--- src/hw/axi_lite_pkg.sv ---
package axi_lite_pkg;

  // AXI response codes
  // Every address maps to the chip, so only OKAY is returned
  typedef enum logic [1:0] {
    RESP_OKAY   = 2'b00,
    RESP_SLVERR = 2'b10
  } resp_e;

  // Slave transaction states
  // One operation runs at a time on the single-port SRAM
  typedef enum logic [2:0] {
    IDLE,
    WRITE_ACCESS,
    WRITE_RESP,
    READ_ACCESS,
    READ_RESP
  } xact_e;

endpackage

--- src/hw/axi_sram_slave.sv ---
`timescale 1ns/1ps

module axi_sram_slave #(
  parameter int ADDR_WIDTH = 20,
  parameter int DATA_WIDTH = 16
) (
  input  logic                    axi_aclk,
  input  logic                    axi_aresetn,
  input  logic [ADDR_WIDTH-1:0]   s_axi_awaddr,
  input  logic                    s_axi_awvalid,
  output logic                    s_axi_awready,
  input  logic [DATA_WIDTH-1:0]   s_axi_wdata,
  input  logic [DATA_WIDTH/8-1:0] s_axi_wstrb,
  input  logic                    s_axi_wvalid,
  output logic                    s_axi_wready,
  output logic [1:0]              s_axi_bresp,
  output logic                    s_axi_bvalid,
  input  logic                    s_axi_bready,
  input  logic [ADDR_WIDTH-1:0]   s_axi_araddr,
  input  logic                    s_axi_arvalid,
  output logic                    s_axi_arready,
  output logic [DATA_WIDTH-1:0]   s_axi_rdata,
  output logic [1:0]              s_axi_rresp,
  output logic                    s_axi_rvalid,
  input  logic                    s_axi_rready,
  output logic                    req,
  output logic                    write_enable,
  output logic [ADDR_WIDTH-1:0]   addr,
  output logic [DATA_WIDTH-1:0]   write_data,
  output logic [DATA_WIDTH/8-1:0] byte_en,
  input  logic                    ready,
  input  logic [DATA_WIDTH-1:0]   read_data
);

  axi_lite_pkg::xact_e state_q;

  logic [ADDR_WIDTH-1:0] aw_addr_q;
  logic [DATA_WIDTH-1:0] w_data_q;
  logic [DATA_WIDTH/8-1:0] w_strb_q;
  logic [ADDR_WIDTH-1:0] ar_addr_q;
  logic [DATA_WIDTH-1:0] rdata_q;
  logic aw_held, w_held, ar_held;
  logic awready_q, wready_q, arready_q;
  logic last_was_read;
  logic idle, wr_pend, pick_write, pick_read, accept_ok;
  logic aw_hs, w_hs, ar_hs;

  assign idle    = (state_q == axi_lite_pkg::IDLE);
  assign wr_pend = aw_held && w_held;

  // Alternate when both kinds wait; write wins after reset
  assign pick_write = idle && wr_pend && (!ar_held || last_was_read);
  assign pick_read  = idle && ar_held && !pick_write;

  // New channels are only taken while nothing is in flight
  assign accept_ok = idle && !req;

  assign aw_hs = s_axi_awvalid && awready_q;
  assign w_hs  = s_axi_wvalid && wready_q;
  assign ar_hs = s_axi_arvalid && arready_q;

  always_ff @(posedge axi_aclk or negedge axi_aresetn) begin
    if (!axi_aresetn) begin
      awready_q <= 1'b0;
      wready_q  <= 1'b0;
      arready_q <= 1'b0;
      aw_held   <= 1'b0;
      w_held    <= 1'b0;
      ar_held   <= 1'b0;
    end else begin
      // One-cycle ready pulses
      awready_q <= accept_ok && s_axi_awvalid && !aw_held && !awready_q;
      wready_q  <= accept_ok && s_axi_wvalid && !w_held && !wready_q;
      arready_q <= accept_ok && s_axi_arvalid && !ar_held && !arready_q;
      if (aw_hs) begin
        aw_held <= 1'b1;
      end else if (pick_write) begin
        aw_held <= 1'b0;
      end
      if (w_hs) begin
        w_held <= 1'b1;
      end else if (pick_write) begin
        w_held <= 1'b0;
      end
      if (ar_hs) begin
        ar_held <= 1'b1;
      end else if (pick_read) begin
        ar_held <= 1'b0;
      end
    end
  end

  always_ff @(posedge axi_aclk) begin
    if (aw_hs) aw_addr_q <= s_axi_awaddr;
    if (w_hs) begin
      w_data_q <= s_axi_wdata;
      w_strb_q <= s_axi_wstrb;
    end
    if (ar_hs) ar_addr_q <= s_axi_araddr;
    if ((state_q == axi_lite_pkg::READ_ACCESS) && ready) rdata_q <= read_data;
  end

  // Transaction sequencing and last-served tracking
  always_ff @(posedge axi_aclk or negedge axi_aresetn) begin
    if (!axi_aresetn) begin
      state_q       <= axi_lite_pkg::IDLE;
      last_was_read <= 1'b1;
    end else begin
      case (state_q)
        axi_lite_pkg::IDLE: begin
          if (pick_write) begin
            state_q       <= axi_lite_pkg::WRITE_ACCESS;
            last_was_read <= 1'b0;
          end else if (pick_read) begin
            state_q       <= axi_lite_pkg::READ_ACCESS;
            last_was_read <= 1'b1;
          end
        end
        axi_lite_pkg::WRITE_ACCESS: if (ready) state_q <= axi_lite_pkg::WRITE_RESP;
        axi_lite_pkg::WRITE_RESP:   if (s_axi_bready) state_q <= axi_lite_pkg::IDLE;
        axi_lite_pkg::READ_ACCESS:  if (ready) state_q <= axi_lite_pkg::READ_RESP;
        axi_lite_pkg::READ_RESP:    if (s_axi_rready) state_q <= axi_lite_pkg::IDLE;
        default:                    state_q <= axi_lite_pkg::IDLE;
      endcase
    end
  end

  // Request to the pin controller
  assign req          = pick_write || pick_read;
  assign write_enable = pick_write;
  assign addr         = pick_write ? aw_addr_q : ar_addr_q;
  assign write_data   = w_data_q;
  assign byte_en      = pick_write ? w_strb_q : '1;

  assign s_axi_awready = awready_q;
  assign s_axi_wready  = wready_q;
  assign s_axi_arready = arready_q;
  assign s_axi_bvalid  = (state_q == axi_lite_pkg::WRITE_RESP);
  assign s_axi_rvalid  = (state_q == axi_lite_pkg::READ_RESP);
  assign s_axi_bresp   = axi_lite_pkg::RESP_OKAY;
  assign s_axi_rresp   = axi_lite_pkg::RESP_OKAY;
  assign s_axi_rdata   = rdata_q;

endmodule

--- config.mk ---
export PLATFORM = sky130hd
export DESIGN_NAME = axi_sram_slave
export DESIGN_NICKNAME = d
export VERILOG_FILES = /design/src/hw/axi_lite_pkg.sv /design/src/hw/axi_sram_slave.sv
export SDC_FILE = /design/constraint.sdc
export NUM_CORES = 1
export LEC_CHECK = 0
export ABC_AREA = 1
export BUFFER_PORTS_ARGS = -buffer_cell sky130_fd_sc_hd__buf_2
export CORE_ASPECT_RATIO = 1.4
export CORE_MARGIN = 2
export CORE_UTILIZATION = 49
export DETAILED_ROUTE_END_ITERATION = 10
export PLACE_DENSITY = 0.83
export SYNTH_ARGS = -nofsm -noshare
export SYNTH_HDL_FRONTEND = slang
export SYNTH_SLANG_ARGS = --single-unit
--- constraint.sdc ---
create_clock -name axi_aclk -period 3.6 [get_ports axi_aclk]
set_input_delay 0.18 -clock axi_aclk [delete_from_list [all_inputs] [get_ports axi_aclk]]
set_output_delay 0.18 -clock axi_aclk [all_outputs]
set_load 0.02 [all_outputs]
Word-level counts from Yosys, hierarchy flattened --
Index checks and enable logic that the tools add are counted. Widths: inputs -> output; s select.
Storage, ports and cells: flip-flop bits (word level) 84, input port bits 82, output and inout port bits 65, logic and storage cells 74
Operators by class: equality and inequality tests 9, muxes and demuxes 16, reduce and logical (&&, ||, !) cells 36
Operator list (count):
- $mux 20 | 1
- $logic_and 1x1->1 | 19
- $mux 3 | 6
- $pmux 3 s5 | 1
- $logic_not 1->1 | 8
- $reduce_bool 2->1 | 4
- $mux 1 | 7
- $eq 3x2->1 const B | 2
- $reduce_and 5->1 | 1
- $ne 2x1->1 const B | 2
- $ne 2x2->1 const B | 2
- $eq 3x1->1 const B | 1
- $eq 3x3->1 const B | 1
- $logic_not 3->1 | 1
- $ne 3x1->1 const B | 1
- $logic_or 1x1->1 | 2
- $mux 2 | 1
- $reduce_and 2->1 | 1

Depth between registers and ports, before layout --
Gate-level depths: netlist of run 1.
word-level depth 11, mapped depth 8, depth with buffers taken out 7

Worst setup path before layout of run 1 --
OpenSTA, ideal clock, no wires.
path kind flip-flop to flip-flop, start point register state_q[2], end point register rdata_q[0], in the netlist s_axi_rdata[0] (enable), setup time 0.388 ns, data arrival time 1.323 ns, required time 3.212 ns, setup slack 1.888 ns, cell stages (with the launch flop) 4, buffers on the path 0, period minus slack after synthesis 1.712 ns, path through dfrtp_1 inv_1 nand3_1 nor2_1
Between the ends: longest elaborated chain between the ends 2
Ends and longest elaborated chain:
- from (decl) | line axi_sram_slave.sv:35 | axi_lite_pkg::xact_e state_q;
- from (signal assigned) | line axi_sram_slave.sv:106 | state_q <= axi_lite_pkg::IDLE;
- from (signal assigned) | line axi_sram_slave.sv:112 | state_q <= axi_lite_pkg::WRITE_ACCESS;
- from (signal assigned) | line axi_sram_slave.sv:115 | state_q <= axi_lite_pkg::READ_ACCESS;
- $eq 3x2->1 | line axi_sram_slave.sv:100 | if ((state_q == axi_lite_pkg::READ_ACCESS) && ready) rdata_q <= read_data;
- $logic_and 1x1->1 | line axi_sram_slave.sv:100
- to (signal assigned) | line axi_sram_slave.sv:100
- to (decl) | line axi_sram_slave.sv:41 | logic [DATA_WIDTH-1:0] rdata_q;
No other way between the ends. A chain may end at the register's enable or synchronous reset.

Worst setup path after layout of run 1 --
start point register state_q[0], end point output port addr[1]
Between the ends: longest elaborated chain between the ends 4
Ends and longest elaborated chain:
- $logic_not 3->1 | line axi_sram_slave.sv:48 | assign idle = (state_q == axi_lite_pkg::IDLE);
- $logic_and 1x1->1 (2 in series) | line axi_sram_slave.sv:52 | assign pick_write = idle && wr_pend && (!ar_held || last_was_read);
- $mux 20 | line axi_sram_slave.sv:131 | assign addr = pick_write ? aw_addr_q : ar_addr_q;
- to (decl) | line axi_sram_slave.sv:28 | output logic [ADDR_WIDTH-1:0] addr,
No other way between the ends.

==> results.md, run 1 <==
* Clock Latency Late Sink at 0.34 ns
* CTS clk-pin slew, worst paths at 0.08 ns
* Fill count at 389
* Total power at 0.00279 W
* Synth unique cells at 21
* Worst vdd rail ir drop at 0.380 mV
* Wire per inst at 15.9 um
* Synth Area in XOR/XNOR at 0%
* Buf/Inv on CP at 2
* Initial Util at 49.7%
* Yosys reg bits at 84
* Status: finished clean
* Top cells by area, synth: edfxtp_1 73%, nand2_1 9.6%, dfrtp_1 7.4%
* Fmax at 440 MHz
* Post-synthesis mux area share at 0%
* CTS root buf: clkbuf_8
* Iter 0 DRT Violations at 115
* Vias in the first global route at 2,528
* First-pass GRT wire length at 12.5 mm
* Crit start category: flop
* Leakage at 2.13 nW
* Largest stage delay on the critical path at 0.46 ns
* Register area share after synthesis at 81.2%
* Die X at 70.6 um
* Area occupied by multi-input gates at 467 um^2
* Worst Tran Pin Value at 0.839 ns
* Synth warnings at 0
* Compound-Gate Fraction of Synth Area at 0.903%
* Top cell type's share of synthesized area at 72.9%
* Die area at 6870 um^2
* Row Count at 34
* Final Max Slew Viols at 0
* Syn Inst Count at 212
* Drt drc at 0
* DIE HEIGHT at 97.3 um
* Total Wirelength at 8.03 mm
* Mean Syn Cell Area at 14.4 um^2
* Ratio of cells with drive above 1 in the final layout at 38.1%
* CTS Sinks at 84
* H-tree depth at 3
* Synth Cell Area at 3050 um^2
* Port Buffers at 142
* CTS tree: built
* Vias at 2,407
* RSZ-0062 raised after global routing: false
* Synthesis-to-layout area growth at 54.0%
* CP arrival at 2.09 ns
* Endpoints failing setup at 0
* Post-Synth Simple-Gate Area at 13.9%
* Setup TNS Final at 0 ns
* Worst Setup End Kind: output port
* Reg area at 2470 um^2
* Gpl congestion at 0.789
* Area share of fa/ha/maj cells after synthesis at 0%
* Slowest cell on crit path: dfrtp_1
* Period utilization at 63.1%
* Clock Skews at 0.00857 ns
* Final min period at 2.27 ns
* Layout Nets at 510
* 1st-pass router iterations at 4
* Largest area contributor in the netlist: edfxtp_1
* Hpwl dp at 4.39 mm
* Clock buffer depth at 2
* Critical path class: reg -> out
* Cts bufs inserted at 9
* Grt total ovfl at 0
* HP Class: in -> reg
* Max-cap violations at 0
* Hold Vio Cnt, Final at 0
* Worst rel slew slack at 44.0%
* Power Dens Cells at 595 nW/um^2
* CP max FO at 28
* WP data required at 3.42 ns
* DR vias/cell at 4.76
* Largest net degree at the start of global routing at 29
* CORE AREA at 6130 um^2
* Post-DRT Antenna Nets at 0
* Worst-path cell chain: nor2_4 > nand2_2 > nor2_4 > nand2_4 > inv_2 > nand2_1 > nand2_1 > buf_2
* Num ports at 147
* GR Util All Layers at 24.3%
* Antenna violations before repair at 0
* Top delay family on crit path: simple AND/OR/NAND/NOR gates
* Largest family of logic cells by synthesized area: simple AND/OR/NAND/NOR gates
flip-flops by register name (all words and copies together), names as in the netlist, 2 cells and up:
register / cells
s_axi_rdata: 16
ar_addr_q: 20
state_q: 3
write_data: 16
aw_addr_q: 20
w_strb_q: 2
cells in the final DEF, fill, tap and decap left out, drive strengths merged:
cell type    netlist  layout
edfxtp            74      74
clkinv             0       3
buf                8     143
o21bai             2       2
inv               14      14
clkinvlp           0       1
nand2             80      80
dfstp              1       1
nand3              7       7
or2                2       2
dlygate4sd3        0      67
clkbuf             0      10
nand4              1       1
nor2               8       8
nor3               3       3
diode              0       1
conb               1       4
o21ai              1       1
o21a               1       1
dfrtp              9       9
bufinv             0       2
area by class of cell:
cell class | instances | area share [%]
flip-flops and latches | 84 | 52.7
repair buffers | 210 | 29.6
multi-input cells | 109 | 9.95
clock buffers | 10 | 2.72
well taps | 72 | 1.92
clock inverters | 6 | 1.89
inverters | 14 | 1.12
diodes | 1 | 0.0533
repair_timing:
item / in CTS / in global routing
endpoints found under the setup margin: 0 / 0
buffers inserted: 0 / 0
hold buffers: 67 / 0
endpoints found under the hold margin: 76 / 0
resized for setup: 0 / 0
cells by family (layout without fill, tap and decap cells):
| logic type | Yosys count | count (layout) |
|---|---|---|
| AO/OA/AOI/OAI | 4 | 4 |
| AND/OR/NAND/NOR | 101 | 101 |
| buffers and inverters | 22 | 240 |
| flip-flops | 84 | 84 |
| other | 1 | 5 |
path summary, 6_finish.rpt:
| check | to | cells past startpoint | slack [ns] | start |
|---|---|---|---|---|
| min reg2reg | s_axi_arready | 1 | 0.45 | s_axi_arready |
| max in group asynchronous | last_was_read | 2 | 3.09 | axi_aresetn |
| max reg2reg | aw_addr_q[13] | 2 | 2.16 | s_axi_awready |
| max | addr[1] | 8 | 1.33 | state_q[0] |
| min in group asynchronous | s_axi_awready | 2 | 0.24 | axi_aresetn |
| min | write_data[5] | 1 | 0.02 | s_axi_wdata[5] |
metrics by stage:
step	utilization, %	area (um^2)	instances	setup WS (ns)	hold slack [ns]
finish	76.6	4690	506	1.33	0.0210
global route	76.5	4690	505	1.14	0.00257
CTS	76.5	4690	505	1.31	0.00140
detailed placement	62.1	3800	422	1.69	0.0538
global placement	62.1	3800	422	1.78	0.0513
floorplan	-	3060	215	1.89	-0.116
metal layers:
layer / up-vias / part of all wire, % / track usage, % / wire (um)
li1: 1140 / - / - / -
met1: 1135 / 35 / 26.8 / 2780
met2: 117 / 55 / 43.4 / 4440
met3: 15 / 7.9 / 8.71 / 637
met4: 0 / 2.2 / 7.55 / 173
met5: - / 0 / 0 / 0
power by group:
| group | leakage (nW) | switching, W | internal, W |
|---|---|---|---|
| combinational | 1.22 | 0.000513 | 0.000274 |
| clock | 0.104 | 0.000326 | 0.000391 |
| sequential | 0.798 | 0.0000656 | 0.00122 |
| total | 2.13 | 0.000904 | 0.00189 |
Yosys cell counts:
cell / instances
buf_6: 2
nand2_2: 1
inv_1: 13
edfxtp_1: 74
o21ai_0: 1
conb_1: 1
nand2_1: 78
nor3_1: 3
nand4_1: 1
o21bai_1: 2
or2_2: 2
buf_2: 1
buf_4: 5
nor2_1: 6
nand3_1: 7
nor2_4: 2
dfrtp_1: 9
inv_2: 1
o21a_1: 1
nand2_4: 1
dfstp_2: 1
Note: power is estimated with default switching activity, not from simulation.
==> run 2: changes to the inputs <==
CORE_UTILIZATION = 41   (was 49)
PLACE_DENSITY = 0.74   (was 0.83)
clock period = 1.9 ns   (was 3.6 ns; I/O delays follow)
==> run 2 against run 1 <==
Core utilization down 8.7 points. Final cell count is 8.7% higher. Hold slack improved by 0.045 ns. Setup slack got worse by 1.3 ns. Die area up 19%. Flip-flop and latch count unchanged. Sequential power grew 89%. Register-to-register slack lost 1.6 ns. Via count rose by 2.2%. Final area rose by 5.2%.
==> results.md, run 2 (synthesis gave the netlist of run 1 again) <==
* Status: finished clean
* HP Class: in -> reg
* Wire per inst at 15.6 um
* M1 GR Usage at 21.3%
* Port Buffers at 142
* Met3 usage at 7.22%
* Vias at 2,461
* Die area at 8150 um^2
* Initial Util at 41.9%
* Fill count at 508
* Critical path class: reg -> out
* Fmax at 543 MHz
* CTS clk-pin slew, worst paths at 0.08 ns
* Iter 0 DRT Violations at 65
* Largest stage delay on the critical path at 0.45 ns
* Post-DRT Antenna Nets at 0
* Antenna violations before repair at 1
* 1st-pass router iterations at 4
* Die X at 76.9 um
* Reg area at 2480 um^2
* Endpoints failing setup at 0
* CTS Sinks at 84
* Final min period at 1.84 ns
* CP max FO at 7
* Placed insts at 452
* Clock Skews at 0.0124 ns
* CP arrival at 1.75 ns
* Area occupied by multi-input gates at 478 um^2
* Hpwl dp at 4.94 mm
* Period utilization at 96.8%
* CP dominant cell by count: nor2_4
* Cts bufs inserted at 9
* WP data required at 1.80 ns
* Fin cells at 550
* Clock buffer depth at 2
* Grt total ovfl at 0
* Vias in the first global route at 2,689
* Commonest non-fill, non-tap cell in the layout: buf_2
* Final Max Slew Viols at 0
* Biggest regs: ar_addr_q (20), aw_addr_q (20)
* GRT Max-Usage Layer: met2
* Power Dens Cells at 1120 nW/um^2
* Hold Vio Cnt, Final at 0
* Worst-path cell chain: nor2_4 > nand2_2 > nor2_4 > nand2_8 > or2_2 > buf_2
* Crit start category: flop
* Total Wirelength at 8.55 mm
* Clock Latency Late Sink at 0.35 ns
* Worst Setup End Kind: output port
* H-tree depth at 3
* RSZ-0062 raised after global routing: true
* GR Layer Usage met2 at 38.7%
* Num ports at 147
* Gpl congestion at 0.776
* DR vias/cell at 4.47
* Top delay family on crit path: simple AND/OR/NAND/NOR gates
* Max-cap violations at 0
* CTS root buf: clkbuf_8
* Slowest cell on crit path: dfrtp_2
* Buf/Inv on CP at 1
* Drt drc at 0
* Layout Nets at 529
* DIE HEIGHT at 106 um
* Ratio of cells with drive above 1 in the final layout at 39.4%
* Worst vdd rail ir drop at 0.835 mV
* CORE AREA at 7270 um^2
* Row Count at 37
* Largest net degree at the start of global routing at 22
* First-pass GRT wire length at 12.8 mm
* Commonest non-fill, non-tap cells in the layout: 141 x buf_2, 78 x nand2_1, 78 x dlygate4sd3_1
* Setup TNS Final at 0 ns
* Synthesis-to-layout area growth at 62.0%
* Leakage at 2.23 nW
* GR Util All Layers at 21.1%
* CTS tree: built
run 2: cell count changes in the layout (fill, tap and decap cells not counted), moves of 2 or more:
cell / previous run / this run
dlygate4sd3_1: 67 / 78
buf_4: 1 / 9
dfrtp_1: 9 / 7
dfrtp_2: 0 / 2
run 2: worst paths after layout:
| kind | cells after the start | end | slack [ns] | startpoint |
|---|---|---|---|---|
| setup / recovery | 6 | byte_en[1] | 0.06 | state_q[1] |
| hold / removal | 3 | state_q[2] | 0.07 | ready |
| setup reg to reg | 4 | s_axi_rdata[15] | 0.55 | state_q[2] |
| hold reg to reg | 1 | s_axi_arready | 0.45 | s_axi_arready |
| max in group asynchronous | 2 | last_was_read | 1.51 | axi_aresetn |
| min in group asynchronous | 2 | aw_held | 0.13 | axi_aresetn |
run 2: tightest hold or removal path, delay by kind of cell:
kind	cells	cell delay (ns)
compound gates	1	0.09
buf+inv	2	0.18
run 2: final cells by class:
cell class	count	area share [%]
diodes	1	0.0507
clock buffers	9	2.51
clock inverters	7	2.03
inverters	14	1.22
multi-input cells	109	9.68
flip-flops and latches	84	50.2
well taps	97	2.46
repair buffers	229	31.9
run 2: layer usage:
layer,up-vias,share of wire [%]
li1,1181,-
met4,0,1.7
met5,-,0
met2,130,54
met3,15,8.8
met1,1135,35
run 2: metrics by stage:
| stage | worst slack, ns | hold WS, ns | area, um^2 | util (%) | total power, W |
|---|---|---|---|---|---|
| 5_1_grt | -0.0302 | 0.0822 | 4940 | 67.9 | 0.00577 |
| 3_5_place_dp | 0.215 | -0.0315 | 3870 | 53.2 | 0.00389 |
| 2_1_floorplan | 0.188 | -0.201 | 3060 | - | 0.00339 |
| 6_report | 0.0600 | 0.0660 | 4940 | 67.9 | 0.00550 |
| 4_1_cts | 0.00130 | 0.0359 | 4880 | 67.2 | 0.00541 |
| 3_3_place_gp | 0.247 | -0.0332 | 3870 | 53.2 | 0.00385 |
run 2: where the power goes:
| part | leakage [nW] | total (W) | internal (W) | switching (W) |
|---|---|---|---|---|
| logic | 1.32 | 0.00166 | 0.000624 | 0.00104 |
| registers | 0.796 | 0.00244 | 0.00231 | 0.000125 |
| clock network | 0.114 | 0.00140 | 0.000749 | 0.000651 |
run 2: timing repair:
action | CTS | global route
setup buffers | 0 | 3
pin swaps | 0 | 2
endpoints found under the hold margin | 89 | 0
gates resized for setup | 4 | 8
hold buffers | 78 | 0
endpoints found under the setup margin | 21 | 23
==> run 3: changes to the inputs <==
BUFFER_PORTS_ARGS = not set   (was -buffer_cell sky130_fd_sc_hd__buf_2)
CORE_UTILIZATION = 55   (was 41)
CTS_BUF_LIST = sky130_fd_sc_hd__clkbuf_4   (was not set)
DONT_BUFFER_PORTS = 1   (was not set)
PLACE_DENSITY = 0.72   (was 0.74)
TNS_END_PERCENT = 10   (was not set)
==> run 3 against run 2 <==
Setup slack lost 0.030 ns. Clock power fell by 37%. Hold slack got worse by 0.051 ns. Sequential share of layout area grew 9.1 points. Die area decreased by 24%. Critical endpoint unchanged.
==> results.md, run 3 (synthesis gave the netlist of run 1 again) <==
* Clock buffer depth at 2
* CTS Sinks at 84
* CORE AREA at 5450 um^2
* Wire per inst at 17.6 um
* Largest stage delay on the critical path at 0.47 ns
* Period utilization at 98.4%
* CP max FO at 10
* Max-cap violations at 0
* Vias in the first global route at 1,997
* CP dominant cell by count: nor2_4
* Largest net degree at the start of global routing at 22
* Power Dens Cells at 1140 nW/um^2
* HP Class: in -> async
* Initial Util at 56.0%
* First-pass GRT wire length at 9.21 mm
* Final Max Slew Viols at 0
* Leakage at 1.63 nW
* Die area at 6160 um^2
* Clock Skews at 0.0269 ns
* CTS tree: built
* Final min period at 1.87 ns
* Fmax at 535 MHz
* Crit start category: flop
* Worst vdd rail ir drop at 0.777 mV
* RSZ-0062 raised after global routing: true
* Gpl congestion at 0.784
* WP data required at 1.80 ns
* CTS root buf: clkbuf_4
* 1st-pass router iterations at 4
* Layout Nets at 392
* Iter 0 DRT Violations at 126
* Hold Vio Cnt, Final at 0
* Antenna Cells at 0
* Commonest non-fill, non-tap cells in the layout: 80 x dlygate4sd3_1, 74 x edfxtp_1, 57 x nand2_1
* Num ports at 147
* Die X at 66.9 um
* Cell Area, Placed at 3130 um^2
* Vias at 1,915
* DIE HEIGHT at 92.1 um
* DR vias/cell at 5.00
* Biggest regs: ar_addr_q (20), aw_addr_q (20)
* Final Cell Area at 4180 um^2
* Cts bufs inserted at 9
* CTS clk-pin slew, worst paths at 0.12 ns
* Fill count at 341
* H-tree depth at 3
* Area occupied by multi-input gates at 528 um^2
* Total Wirelength at 6.73 mm
* Reg area at 2480 um^2
* CP arrival at 1.77 ns
* Ratio of cells with drive above 1 in the final layout at 18.7%
* Drt drc at 0
* Endpoints failing setup at 0
* Hpwl dp at 3.75 mm
* Post-DRT Antenna Nets at 0
* Slowest cell on crit path: dfrtp_2
* Grt total ovfl at 0
* Clock Latency Late Sink at 0.46 ns
* GR Util All Layers at 21.6%
* Row Count at 32
* Worst Setup End Kind: output port
* Worst R2R Path Depth at 4
* Status: finished clean
* Synthesis-to-layout area growth at 37.1%
* Total power at 0.00475 W
* Port Buffers at 0
* Fin cells at 383
* Hold WS at 0.0150 ns
* Worst-path cell chain: nor2_4 > nand2_2 > nor2_4 > nand2_8 > or2_2
* Commonest non-fill, non-tap cell in the layout: dlygate4sd3_1
* Critical path class: reg -> out
* Antenna violations before repair at 0
* Setup TNS Final at 0 ns
* Placed insts at 282
## run 3: cell types whose count changed in the layout (fill, tap and decap cells not counted), moves of 3 or more
cell | previous run | this run
nand2_1 | 78 | 57
clkinvlp_4 | 0 | 3
clkbuf_4 | 0 | 9
clkbuf_8 | 9 | 0
nand2_2 | 1 | 22
buf_2 | 141 | 0
## run 3: final timing paths
kind / from / end / slack, ns
min in group axi_aclk: s_axi_bready / state_q[1] / 0.02
worst min-delay path: axi_aresetn / ar_held / 0.02
worst min register to register: aw_held / s_axi_awready / 0.48
worst max register to register: state_q[2] / state_q[2] / 0.41
worst max-delay path: state_q[0] / byte_en[1] / 0.03
max in group asynchronous: axi_aresetn / last_was_read / 1.55
## run 3: critical path, delay by kind of cell, from the launching register on
kind             cells  cell delay (ns)
flip-flops           1             0.47
AND/OR/NAND/NOR      5             0.86
## run 3: metal layers
| metal | share of wire, % | GRT usage (%) | up-vias |
|---|---|---|---|
| met4 | 2.8 | 12.9 | 0 |
| met2 | 55 | 39.3 | 113 |
| met1 | 34 | 19.8 | 879 |
| met5 | 0 | 0 | - |
| li1 | - | - | 908 |
| met3 | 8.4 | 6.99 | 15 |
## run 3: power breakdown
group	switching, W	internal (W)	total [W]	leakage [nW]
combinational	0.000865	0.000457	0.00132	0.776
clock	0.000611	0.000271	0.000883	0.0562
sequential	0.000228	0.00232	0.00255	0.796
## run 3: metrics by stage
stage,worst slack [ns],util (%)
floorplan,0.188,-
global placement,0.360,57.5
detailed placement,0.290,57.5
CTS,-0.0214,74.8
global route,-0.0392,76.7
finish,0.0303,76.7
## run 3: what timing repair did
action / in CTS / in global routing
buffers inserted: 0 / 5
pin swaps: 0 / 12
hold buffers: 80 / 0
endpoints found under the setup margin: 22 / 24
resized for setup: 8 / 24
endpoints found under the hold margin: 92 / 0
## run 3: area by class of cell
class | count | share of cell area (%)
clock buffers | 9 | 1.62
clock inverters | 7 | 1.26
inverters | 14 | 1.56
multi-input cells | 109 | 12.6
flip-flops and latches | 84 | 59.3
well taps | 68 | 2.04
repair buffers | 92 | 21.6
